[src/hdl/mesh_router_pkg.sv]
package mesh_router_pkg;

    // ------------------------------------------------------------------
    // Sizes
    // ------------------------------------------------------------------
    parameter int NUM_PORTS   = 5;  // Fixed by the direction enum
    parameter int COORD_WIDTH = 4;  // Default width of one coordinate
    parameter int DATA_WIDTH  = 16; // One symbol per beat

    // ------------------------------------------------------------------
    // Addressing
    // ------------------------------------------------------------------
    typedef logic [COORD_WIDTH-1:0] coord_t; // Column or row
    typedef logic [DATA_WIDTH-1:0]  data_t;  // Beat payload

    // Row in the upper half, column in the lower half
    typedef struct packed {
        coord_t row;
        coord_t col;
    } node_addr_t;

    // Encodings double as port indices
    typedef enum logic [2:0] {
        here  = 3'd0,
        north = 3'd1,
        south = 3'd2,
        east  = 3'd3,
        west  = 3'd4
    } dir_t;

    // ------------------------------------------------------------------
    // Beats
    // ------------------------------------------------------------------
    typedef struct packed {
        data_t data; // Head beat holds {row, col} in the low bits
        logic  sop;  // Start of packet
        logic  eop;  // End of packet
    } flit_t;

    // Beat tagged with its output direction
    typedef struct packed {
        flit_t flit;
        dir_t  dir;
    } routed_flit_t;

    // Packet tracking in route units and arbiters
    typedef enum logic {
        idle,
        in_packet
    } route_state_t;

endpackage
[src/hdl/mesh_router.sv]
module mesh_router #(
    parameter int COORD_WIDTH = mesh_router_pkg::COORD_WIDTH
) (
    input  logic                                   clk,
    input  logic                                   reset_n,
    input  mesh_router_pkg::node_addr_t            node_address,

    // Packet inputs, indexed by dir_t
    input  mesh_router_pkg::flit_t                 in_flit [mesh_router_pkg::NUM_PORTS],
    input  logic [mesh_router_pkg::NUM_PORTS-1:0] in_valid,
    output logic [mesh_router_pkg::NUM_PORTS-1:0] in_ready,

    // Packet outputs, indexed by dir_t
    output mesh_router_pkg::flit_t                 out_flit [mesh_router_pkg::NUM_PORTS],
    output logic [mesh_router_pkg::NUM_PORTS-1:0] out_valid,
    input  logic [mesh_router_pkg::NUM_PORTS-1:0] out_ready
);

    // ------------------------------------------------------------------
    // Internal links
    // ------------------------------------------------------------------
    mesh_router_pkg::routed_flit_t         route_beat [mesh_router_pkg::NUM_PORTS];
    logic [mesh_router_pkg::NUM_PORTS-1:0] route_valid; // Input stage holds a beat
    logic [mesh_router_pkg::NUM_PORTS-1:0] route_ready; // Some arbiter takes it

    // take[j][i] set when output j consumes input i
    logic [mesh_router_pkg::NUM_PORTS-1:0] take [mesh_router_pkg::NUM_PORTS];

    // ------------------------------------------------------------------
    // Input side
    // ------------------------------------------------------------------
    for (genvar i = 0; i < mesh_router_pkg::NUM_PORTS; i++) begin : g_in
        mesh_route_unit #(
            .COORD_WIDTH (COORD_WIDTH)
        ) i_route_unit (
            .clk          (clk),
            .reset_n      (reset_n),
            .node_address (node_address),
            .in_flit      (in_flit[i]),
            .in_valid     (in_valid[i]),
            .in_ready     (in_ready[i]),
            .out_beat     (route_beat[i]),
            .out_valid    (route_valid[i]),
            .out_ready    (route_ready[i])
        );
    end

    // ------------------------------------------------------------------
    // Output side
    // ------------------------------------------------------------------
    for (genvar j = 0; j < mesh_router_pkg::NUM_PORTS; j++) begin : g_out
        mesh_output_arbiter #(
            .PORT_DIR    (mesh_router_pkg::dir_t'(j)), // Output j serves direction j
            .COORD_WIDTH (COORD_WIDTH)
        ) i_output_arbiter (
            .clk       (clk),
            .reset_n   (reset_n),
            .req_beat  (route_beat),    // Every input seen by every output
            .req_valid (route_valid),
            .take      (take[j]),
            .out_flit  (out_flit[j]),
            .out_valid (out_valid[j]),
            .out_ready (out_ready[j])
        );
    end

    // ------------------------------------------------------------------
    // Ready fan-in
    // ------------------------------------------------------------------
    // A beat names one direction so at most one arbiter claims it
    always_comb begin
        route_ready = '0;
        for (int j = 0; j < mesh_router_pkg::NUM_PORTS; j++) begin
            route_ready = route_ready | take[j]; // OR across outputs
        end
    end

endmodule

[src/hdl/mesh_output_arbiter.sv]
module mesh_output_arbiter #(
    parameter mesh_router_pkg::dir_t PORT_DIR    = mesh_router_pkg::here,
    parameter int                    COORD_WIDTH = mesh_router_pkg::COORD_WIDTH
) (
    input  logic                                   clk,
    input  logic                                   reset_n,
    input  mesh_router_pkg::routed_flit_t          req_beat [mesh_router_pkg::NUM_PORTS],
    input  logic [mesh_router_pkg::NUM_PORTS-1:0] req_valid,
    output logic [mesh_router_pkg::NUM_PORTS-1:0] take,
    output mesh_router_pkg::flit_t                 out_flit,
    output logic                                   out_valid,
    input  logic                                   out_ready
);

    typedef logic [2:0] port_idx_t; // Input port number

    logic [mesh_router_pkg::NUM_PORTS-1:0] req;   // Inputs heading this way
    mesh_router_pkg::route_state_t         lock_state;
    port_idx_t                             lock_port;  // Owner while locked
    port_idx_t                             rr_ptr;     // First port to consider
    port_idx_t                             rr_port;
    port_idx_t                             grant_port;
    logic                                  rr_found;
    logic                                  grant_valid;
    logic                                  stage_ready;
    logic                                  fire;       // Beat moves into output stage
    mesh_router_pkg::routed_flit_t         stage_beat;
    mesh_router_pkg::routed_flit_t         stage_out;

    // Head address must fit inside one beat
    if (2 * COORD_WIDTH > mesh_router_pkg::DATA_WIDTH) begin : g_addr_width_check
        $error("Address field wider than the beat");
    end

    // ------------------------------------------------------------------
    // Request filter
    // ------------------------------------------------------------------
    always_comb begin
        for (int i = 0; i < mesh_router_pkg::NUM_PORTS; i++) begin
            req[i] = req_valid[i] && (req_beat[i].dir == PORT_DIR);
        end
    end

    // ------------------------------------------------------------------
    // Round robin search from the pointer
    // ------------------------------------------------------------------
    always_comb begin
        int idx;
        rr_found = 1'b0;
        rr_port  = '0;
        for (int k = 0; k < mesh_router_pkg::NUM_PORTS; k++) begin
            idx = (int'(rr_ptr) + k) % mesh_router_pkg::NUM_PORTS; // Wrap past west
            if (!rr_found && req[idx]) begin
                rr_found = 1'b1;
                rr_port  = port_idx_t'(idx);
            end
        end
    end

    // Locked grant sticks to its owner even when that owner stalls
    always_comb begin
        if (lock_state == mesh_router_pkg::in_packet) begin
            grant_port  = lock_port;
            grant_valid = req[lock_port];
        end else begin
            grant_port  = rr_port;
            grant_valid = rr_found;
        end
    end

    assign stage_beat = req_beat[grant_port]; // Beat mux
    assign fire       = grant_valid && stage_ready;

    always_comb begin
        take = '0;
        if (fire) begin
            take[grant_port] = 1'b1; // Pops the winning input stage
        end
    end

    // ------------------------------------------------------------------
    // Lock and pointer
    // ------------------------------------------------------------------
    always_ff @(posedge clk) begin
        if (!reset_n) begin
            lock_state <= mesh_router_pkg::idle;
            lock_port  <= '0;
            rr_ptr     <= '0;
        end else if (fire) begin
            if (lock_state == mesh_router_pkg::idle) begin
                // New winner, next search starts just after it
                rr_ptr <= (grant_port == port_idx_t'(mesh_router_pkg::NUM_PORTS - 1)) ?
                          '0 : grant_port + 3'd1;
            end
            if (stage_beat.flit.eop) begin
                lock_state <= mesh_router_pkg::idle;
            end else if (stage_beat.flit.sop) begin
                lock_state <= mesh_router_pkg::in_packet;
                lock_port  <= grant_port;
            end
        end
    end

    // ------------------------------------------------------------------
    // Output stage
    // ------------------------------------------------------------------
    mesh_pipe_stage i_out_stage (
        .clk       (clk),
        .reset_n   (reset_n),
        .in_beat   (stage_beat),
        .in_valid  (grant_valid),
        .in_ready  (stage_ready),
        .out_beat  (stage_out),
        .out_valid (out_valid),
        .out_ready (out_ready)
    );

    assign out_flit = stage_out.flit; // Direction tag ends here

endmodule

[src/hdl/mesh_route_unit.sv]
module mesh_route_unit #(
    parameter int COORD_WIDTH = mesh_router_pkg::COORD_WIDTH
) (
    input  logic                          clk,
    input  logic                          reset_n,
    input  mesh_router_pkg::node_addr_t   node_address,
    input  mesh_router_pkg::flit_t        in_flit,
    input  logic                          in_valid,
    output logic                          in_ready,
    output mesh_router_pkg::routed_flit_t out_beat,
    output logic                          out_valid,
    input  logic                          out_ready
);

    logic [COORD_WIDTH-1:0]        own_row;   // This node
    logic [COORD_WIDTH-1:0]        own_col;
    logic [COORD_WIDTH-1:0]        dest_row;  // From the head beat
    logic [COORD_WIDTH-1:0]        dest_col;
    mesh_router_pkg::dir_t         decision;  // Fresh decision, head beat only
    mesh_router_pkg::dir_t         held_dir;  // Direction for body beats
    mesh_router_pkg::dir_t         beat_dir;
    mesh_router_pkg::route_state_t state;
    mesh_router_pkg::routed_flit_t tagged_beat;
    logic                          accept;

    // ------------------------------------------------------------------
    // Address extraction
    // ------------------------------------------------------------------
    assign own_row  = COORD_WIDTH'(node_address.row);
    assign own_col  = COORD_WIDTH'(node_address.col);
    assign dest_col = in_flit.data[COORD_WIDTH-1:0];             // Column in low bits
    assign dest_row = in_flit.data[2*COORD_WIDTH-1:COORD_WIDTH]; // Row just above

    // ------------------------------------------------------------------
    // Dimension order routing, origin at top left
    // ------------------------------------------------------------------
    always_comb begin
        if (dest_row == own_row && dest_col == own_col) begin
            decision = mesh_router_pkg::here;  // Arrived
        end else if (dest_row < own_row) begin
            decision = mesh_router_pkg::north;
        end else if (dest_col > own_col) begin
            decision = mesh_router_pkg::east;
        end else if (dest_row > own_row) begin
            decision = mesh_router_pkg::south;
        end else begin
            decision = mesh_router_pkg::west;  // Same row, smaller column
        end
    end

    // Body beats follow the head
    assign beat_dir = (state == mesh_router_pkg::in_packet) ? held_dir : decision;

    assign tagged_beat.flit = in_flit;
    assign tagged_beat.dir  = beat_dir;

    assign accept = in_valid && in_ready;

    // ------------------------------------------------------------------
    // Packet tracking
    // ------------------------------------------------------------------
    always_ff @(posedge clk) begin
        if (!reset_n) begin
            state    <= mesh_router_pkg::idle;
            held_dir <= mesh_router_pkg::here;
        end else if (accept) begin
            if (in_flit.eop) begin
                state <= mesh_router_pkg::idle; // Single beat packets never leave idle
            end else if (in_flit.sop) begin
                state    <= mesh_router_pkg::in_packet;
                held_dir <= decision;           // Latch at the head
            end
        end
    end

    // ------------------------------------------------------------------
    // Input stage
    // ------------------------------------------------------------------
    mesh_pipe_stage i_in_stage (
        .clk       (clk),
        .reset_n   (reset_n),
        .in_beat   (tagged_beat),
        .in_valid  (in_valid),
        .in_ready  (in_ready),
        .out_beat  (out_beat),
        .out_valid (out_valid),
        .out_ready (out_ready)
    );

endmodule

[src/hdl/mesh_pipe_stage.sv]
module mesh_pipe_stage (
    input  logic                          clk,
    input  logic                          reset_n,
    input  mesh_router_pkg::routed_flit_t in_beat,
    input  logic                          in_valid,
    output logic                          in_ready,
    output mesh_router_pkg::routed_flit_t out_beat,
    output logic                          out_valid,
    input  logic                          out_ready
);

    logic accept; // Beat enters the stage this cycle

    // ------------------------------------------------------------------
    // Handshake
    // ------------------------------------------------------------------
    // Ready when empty or when the held beat leaves this cycle
    assign in_ready = out_ready || !out_valid;
    assign accept   = in_valid && in_ready;

    // Valid only set on an accepted beat
    always_ff @(posedge clk) begin
        if (!reset_n) begin
            out_valid <= 1'b0;
        end else if (accept) begin
            out_valid <= 1'b1;
        end else if (out_ready) begin
            out_valid <= 1'b0; // Drained, nothing new
        end
    end

    // ------------------------------------------------------------------
    // Payload register
    // ------------------------------------------------------------------
    always_ff @(posedge clk) begin
        if (accept) begin
            out_beat <= in_beat; // Held stable until taken
        end
    end

endmodule

[config.mk]
export PLATFORM = sky130hd
export DESIGN_NAME = mesh_router
export DESIGN_NICKNAME = d
export VERILOG_FILES = /design/src/hdl/mesh_router_pkg.sv /design/src/hdl/mesh_router.sv /design/src/hdl/mesh_output_arbiter.sv /design/src/hdl/mesh_route_unit.sv /design/src/hdl/mesh_pipe_stage.sv
export SDC_FILE = /design/constraint.sdc
export NUM_CORES = 1
export LEC_CHECK = 0
export BUFFER_PORTS_ARGS = -buffer_cell sky130_fd_sc_hd__buf_2
export CORE_ASPECT_RATIO = 1.75
export CORE_MARGIN = 2
export CORE_UTILIZATION = 55
export CTS_CLUSTER_DIAMETER = 100
export DETAILED_ROUTE_END_ITERATION = 10
export GPL_TIMING_DRIVEN = 1
export MAX_ROUTING_LAYER = met4
export PLACE_DENSITY_LB_ADDON = 0.2
export SLEW_MARGIN = 20
export SYNTH_ARGS = -nofsm -noshare
export SYNTH_HDL_FRONTEND = slang
export SYNTH_SLANG_ARGS = --single-unit
[constraint.sdc]
create_clock -name clk -period 11.6 [get_ports clk]
set_clock_uncertainty 0.05 [all_clocks]
set_input_delay 2.9 -clock clk [delete_from_list [all_inputs] [get_ports clk]]
set_output_delay 2.9 -clock clk [all_outputs]
set_load 0.05 [all_outputs]
==> impl_metrics.ini, run 1 <==
[synthesis]
post_synth.cell_area_avg_um2 = 8.99
synthesized_area_fraction_occupied_by_and_or_nand_nor_cells_pct = 18.9
most_numerous_cell_types_in_the_synthesized_netlist = sky130_fd_sc_hd__nand2_1 (258), sky130_fd_sc_hd__mux2i_1 (208), sky130_fd_sc_hd__a21oi_1 (198)
synth_enable_flop_cells = 195
dominant_combinational_cell_family_by_area_after_synthesis = compound AO/OA/AOI/OAI gates
share_of_flip_flops_with_an_asynchronous_set_or_reset_pct = 0
yosys.area_share.adder_pct = 8.45
yosys.area_share.xor_xnor_pct = 1.75
netlist.top_cell.by_area = sky130_fd_sc_hd__edfxtp_1
postSynthCellCount = 2571
synth.distinct_cells = 128
area_fraction_in_compound_gates_after_synthesis_pct = 23.8
synth_most_common_cell = sky130_fd_sc_hd__nand2_1
post_synth_mux_area_share_pct = 11.1
syn_area_um2 = 23100
ys_seq_elements = 260
synth_top_area_cells = sky130_fd_sc_hd__edfxtp_1 (25%), sky130_fd_sc_hd__mux2i_1 (9.0%), sky130_fd_sc_hd__ha_1 (8.3%), sky130_fd_sc_hd__dfxtp_1 (5.6%), sky130_fd_sc_hd__a21oi_1 (4.3%)
synth_fp_nets = 2836
synth_ff_type = sky130_fd_sc_hd__edfxtp_1
synth-seq-area-share_pct = 31.0
synth_top_area_share_pct = 25.3
yosysWarningCount = 0

[clocking]
hold_buffers = 0
clock-sinks = 260
root_buffer = sky130_fd_sc_hd__clkbuf_16
cts_made_buffers = 24
cts.path.max_buffers = 3
cts_max_level = 1
cts_resized = 0
clk_latency_ns = 0.57
postCtsSetupRepairBufs = 0
tritoncts = built
clkSlewWorstSetupHoldPaths_ns = 0.08

[job]
drv.max_cap_violation_count = 0

[setup_path]
register_to_register_setup_slack_ns = 3.26
ff2ff_path_depth = 23
critPathArrivalTime_ns = 7.86
critPathLaunchType = flop
worst_ep_required_time_ns = 8.65
highest_net_fanout_along_the_worst_path = 26
regToRegEndpoint = g_in[2].i_route_unit.held_dir[1]
end_kind = output pin
timing.critical_path.from = g_out[3].i_output_arbiter.rr_ptr[0]
crit_path_end = in_ready[2]
rr_startpoint = g_out[3].i_output_arbiter.rr_ptr[0]
timing.setup.critical_path_class = flop to output pin

[global_routing]
antenna_found_initial = 1
grt_use_total_pct = 36.7
global_route_wire_length_before_repair_mm = 122
number_of_global_route_vias_before_repair = 21850
grt_overflow = 0
grt_start_max_net_pins = 54

[timing]
finalHoldViolCount = 0
final.min_clock_period_ns = 10.81
final.setup.tns_ns = 0
timing.final.setup_violations = 0
worst_slew_pin_slew_ns = 1.07
maxSlewViolCount = 0
timing.max_slew.rel_slack_pct = 28.6
rsz0062_at_grt = no
timing.fmax_mhz = 92.5
timing.final.crit_share_pct = 93.1

[routing]
number_of_search_and_repair_iterations_in_the_first_detailed_routing_pass = 5
drt_iter0_markers = 1952
drcViolationCount = 0
post_detailed_route_count_of_antenna_violating_nets = 0
wl_per_cell_um = 24.7
via_count = 22056
detailed_route_wire_length_mm = 81.1
post_drt_via_cell_ratio = 6.73

[place]
finalWeightedCongestion = 0.993
placement.io_buffers = 209
hpwl_mm = 61.1

[die]
core_region_area_um2 = 41600
cell_rows = 99
floorplan.die_area_um2 = 43800
pin_count = 210
chipHeight_um = 275
initial_utilization_pct = 55.6
chipWidth_um = 159

[run_status]
outcome = finished clean

[finish]
layout.nets = 2970
n_fill_cell = 3683
layout-drive-gt1-share_pct = 15.7
area.growth.synth_to_final_pct = 10.1

[hold_path]
hold_path.class = flop to flop
worstHoldStart = g_in[4].i_route_unit.held_dir[0]
-- cell usage in the layout, fill, tap and decap left out, types with 73 or more instances in the layout --
master	netlist	layout
sky130_fd_sc_hd__mux2i_1	208	207
sky130_fd_sc_hd__o22ai_1	88	88
sky130_fd_sc_hd__o21ai_0	73	73
sky130_fd_sc_hd__edfxtp_1	195	195
sky130_fd_sc_hd__a21oi_1	198	198
sky130_fd_sc_hd__buf_2	38	209
sky130_fd_sc_hd__inv_1	121	121
sky130_fd_sc_hd__nand2_1	258	258
sky130_fd_sc_hd__ha_1	153	153
sky130_fd_sc_hd__nor2_1	172	171
-- metrics by stage --
step | hold slack, ns | util [%] | std cells | area (um^2) | setup WS (ns)
floorplan | 0.383 | - | 2571 | 23100 | 2.18
global placement | 0.392 | 59.0 | 3234 | 24500 | 1.62
detailed placement | 0.400 | 59.0 | 3234 | 24600 | 1.36
CTS | 0.409 | 61.2 | 3278 | 25500 | 0.760
global route | 0.436 | 61.2 | 3279 | 25500 | 0.0995
finish | 0.406 | 61.2 | 3279 | 25500 | 0.795
-- area by class of cell --
cell class	count	area (um^2)	area share, %
Sequential cell	260	7160	28.1
Inverter	139	522	2.05
Clock inverter	9	140	0.550
Multi-Input combinational cell	2032	14900	58.3
Clock buffer	35	756	2.97
Antenna cell	1	2.50	0.00983
Timing Repair Buffer	248	1340	5.26
Tap cell	555	694	2.73
-- flip-flops by register name, indices dropped and copies added, names as in the netlist --
name / flops
g_in.i_route_unit.held_dir: 15
g_in.i_route_unit.i_in_stage.out_beat: 105
g_in.i_route_unit.i_in_stage.out_valid: 5
g_in.i_route_unit.state: 5
g_out.i_output_arbiter.i_out_stage.out_beat: 90
g_out.i_output_arbiter.i_out_stage.out_valid: 5
g_out.i_output_arbiter.lock_port: 15
g_out.i_output_arbiter.lock_state: 5
g_out.i_output_arbiter.rr_ptr: 15
-- critical path: stages, from the launching register on --
cell	delay, ns
sky130_fd_sc_hd__dfxtp_1	1.00
sky130_fd_sc_hd__clkinv_1	0.62
sky130_fd_sc_hd__ha_1	0.47
sky130_fd_sc_hd__xnor2_1	0.33
sky130_fd_sc_hd__inv_1	0.18
sky130_fd_sc_hd__ha_1	0.24
sky130_fd_sc_hd__or3b_2	0.45
sky130_fd_sc_hd__o22ai_1	0.22
sky130_fd_sc_hd__or2_1	0.24
sky130_fd_sc_hd__ha_1	0.24
sky130_fd_sc_hd__inv_1	0.06
sky130_fd_sc_hd__o22ai_1	0.18
sky130_fd_sc_hd__o22ai_1	0.17
sky130_fd_sc_hd__o211ai_1	0.14
sky130_fd_sc_hd__a32oi_1	0.21
sky130_fd_sc_hd__o21ai_0	0.56
sky130_fd_sc_hd__o2111a_1	0.24
sky130_fd_sc_hd__o22ai_1	0.11
sky130_fd_sc_hd__a2bb2oi_4	0.73
sky130_fd_sc_hd__nor3b_2	0.34
sky130_fd_sc_hd__nor4_1	0.08
sky130_fd_sc_hd__buf_4	0.17
sky130_fd_sc_hd__inv_1	0.05
sky130_fd_sc_hd__buf_2	0.25
-- worst min path at each step --
| stage | slack (ns) | end | cells after the start |
|---|---|---|---|
| 3_5_place_dp | 0.40 | g_in[4].i_route_unit.held_dir[0] | 2 |
| 3_3_place_gp | 0.39 | g_in[4].i_route_unit.held_dir[0] | 2 |
| 4_1_cts | 0.41 | g_in[4].i_route_unit.held_dir[0] | 2 |
| 5_1_grt | 0.44 | g_in[2].i_route_unit.held_dir[2] | 2 |
| 6_report | 0.41 | g_in[4].i_route_unit.held_dir[0] | 2 |
| 2_1_floorplan | 0.38 | g_in[4].i_route_unit.held_dir[0] | 2 |
-- layer usage --
metal,vias up,share of wire [%],track usage (%)
li1,10050,-,-
met1,10532,34,36.1
met2,1076,52,68.0
met3,398,6.1,3.83
met4,0,8.2,25.6
met5,-,0,-
-- cells by family after synthesis --
group,after synthesis
XOR/XNOR,42
AO/OA/AOI/OAI,765
multiplexers,238
flip-flops,260
AND/OR/NAND/NOR,832
adder cells (fa/ha/maj),155
buffers and inverters,279
Power of run 1 is not shown: default switching activity piles up to over one toggle a cycle in this logic, so the estimate is an artifact.
==> run 2, diff against run 1 <==
Settings changed: BUFFER_PORTS_ARGS -buffer_cell sky130_fd_sc_hd__buf_2 to default, CORE_MARGIN 2 to 5, DONT_BUFFER_PORTS from default to 1.
==> run 2 against run 1 <==
Against the previous run: critical path type unchanged; global-route usage is 1.7 points lower; fmax is 0.92% higher; largest cell class unchanged; die area is 6.0% higher.
==> impl_metrics.ini, run 2 (synthesis gave the netlist of run 1 again) <==
[setup_path]
cp_slowest_stage_delay_ns = 0.86
end_kind = output pin
cpMaxStageDelayCell = sky130_fd_sc_hd__dfxtp_1
highest_net_fanout_along_the_worst_path = 23
register_to_register_setup_slack_ns = 3.12
crit_path_cell_trace = inv_1 > ha_1 > inv_1 > ha_1 > o31ai_1 > xnor2_1 > inv_1 > ha_1 > nor2b_1 > o41ai_4 > or3_1 > a211oi_2 > or3_1 > o41ai_1 > a31o_2 > inv_1 > o31a_1 > nand4_2
critPathArrivalTime_ns = 7.76
crit_path_end = in_ready[0]
cp_num_buf_inv = 4
cp_num_cells = 18
rr_startpoint = g_out[4].i_output_arbiter.rr_ptr[0]
regToRegEndpoint = g_in[0].i_route_unit.i_in_stage.out_beat[13]
ff2ff_path_depth = 20
critPathLaunchType = flop
crit_family = compound AO/OA/AOI/OAI gates
critPathMostFrequentCell = sky130_fd_sc_hd__inv_1
timing.critical_path.from = g_out[4].i_output_arbiter.rr_ptr[0]
worst_ep_required_time_ns = 8.65
timing.setup.critical_path_class = flop to output pin

[timing]
timing.fmax_mhz = 93.4
rsz0062_at_grt = no
worst_slew_pin_slew_ns = 1.17
finalHoldViolCount = 0
timing.final.setup_violations = 0
timing.final.crit_share_pct = 92.3
final.setup.tns_ns = 0
timing.max_slew.rel_slack_pct = 21.1
maxSlewViolCount = 0
final.min_clock_period_ns = 10.71
post-route-worst-setup-slack_ns = 0.893

[die]
floorplan.die_area_um2 = 46400
core_region_area_um2 = 41600
chipWidth_um = 165
cell_rows = 99
chipHeight_um = 281
pin_count = 210
initial_utilization_pct = 55.6

[finish]
register_with_the_highest_flop_count = g_in.i_route_unit.i_in_stage.out_beat
most-common-layout-cells = sky130_fd_sc_hd__nand2_1 (258), sky130_fd_sc_hd__mux2i_1 (207), sky130_fd_sc_hd__a21oi_1 (198)
layout_commonest_cell = sky130_fd_sc_hd__nand2_1
largest_register_ffs = 105
final_util_pct = 58.6
layout-drive-gt1-share_pct = 8.55
top_regs = g_in.i_route_unit.i_in_stage.out_beat x105, g_out.i_output_arbiter.i_out_stage.out_beat x90
stdcell_area_um2 = 24400
area.growth.synth_to_final_pct = 5.42
layout.nets = 2760

[routing]
detailed_route_wire_length_mm = 81.2
drt_iter0_markers = 1952
drcViolationCount = 0
post_drt_via_cell_ratio = 6.97
via_count = 21404
wl_per_cell_um = 26.5
post_detailed_route_count_of_antenna_violating_nets = 0
number_of_search_and_repair_iterations_in_the_first_detailed_routing_pass = 6

[clocking]
root_buffer = sky130_fd_sc_hd__clkbuf_16
clk_latency_ns = 0.57
tritoncts = built
cts.path.max_buffers = 3
hold_buffers = 0
postCtsSetupRepairBufs = 0
cts_max_level = 1
cts_resized = 0
clkSlewWorstSetupHoldPaths_ns = 0.07
clock-sinks = 260
cts_made_buffers = 25

[global_routing]
antenna_found_initial = 1
grt_overflow = 0
number_of_global_route_vias_before_repair = 21187
grt_use_total_pct = 35.0
grt_start_max_net_pins = 54
global_route_wire_length_before_repair_mm = 123

[place]
dpl_worst_slack_ns = 1.65
placedInstanceArea_um2 = 23500
hpwl_mm = 60.8
placement.io_buffers = 0
finalWeightedCongestion = 1.08

[job]
drv.max_cap_violation_count = 0

[run_status]
outcome = finished clean

[hold_path]
hold_path.class = flop to flop
run 2: worst reg2reg max path, delay by kind of cell (launching register included):
| family | cells | cell delay, ns |
|---|---|---|
| adder cells (fa/ha/maj) | 3 | 1.28 |
| AND/OR/NAND/NOR | 5 | 1.74 |
| buffers and inverters | 5 | 1.76 |
| flip-flops | 1 | 0.86 |
| AO/OA/AOI/OAI | 6 | 2.14 |
| XOR/XNOR | 1 | 0.31 |
run 2: area by class of cell:
class	count	area (um^2)
clock inverters	11	130
fillers	3704	17200
clock buffers	35	724
well taps	555	694
multi-input cells	2032	14900
inverters	139	522
diodes	1	2.50
repair buffers	37	278
flip-flops and latches	260	7160
run 2: worst min path at each step:
stage / start / endpoint / cells past startpoint
final: g_in[3].i_route_unit.held_dir[2] / g_in[3].i_route_unit.held_dir[2] / 2
after global routing: g_in[3].i_route_unit.held_dir[2] / g_in[3].i_route_unit.held_dir[2] / 2
after CTS: g_in[3].i_route_unit.held_dir[2] / g_in[3].i_route_unit.held_dir[2] / 2
after detailed placement: g_in[3].i_route_unit.held_dir[2] / g_in[3].i_route_unit.held_dir[2] / 2
after global placement: g_in[4].i_route_unit.held_dir[0] / g_in[4].i_route_unit.held_dir[0] / 2
after floorplan: g_in[4].i_route_unit.held_dir[0] / g_in[4].i_route_unit.held_dir[0] / 2
run 2: metal layers:
layer  wire [um]  global-route usage [%]  share of wire, %
met1       26800                    35.4                33
met2       40900                    60.8                50
met3        6490                    6.13               8.0
met4        7040                    23.7               8.7
met5           0                       -                 0
run 2: through the flow:
step / std cells / hold WS, ns
global route: 3070 / 0.432
global placement: 3023 / 0.392
CTS: 3069 / 0.413
detailed placement: 3023 / 0.404
finish: 3070 / 0.411
floorplan: 2571 / 0.383
Power of run 2 is left out for the same reason.
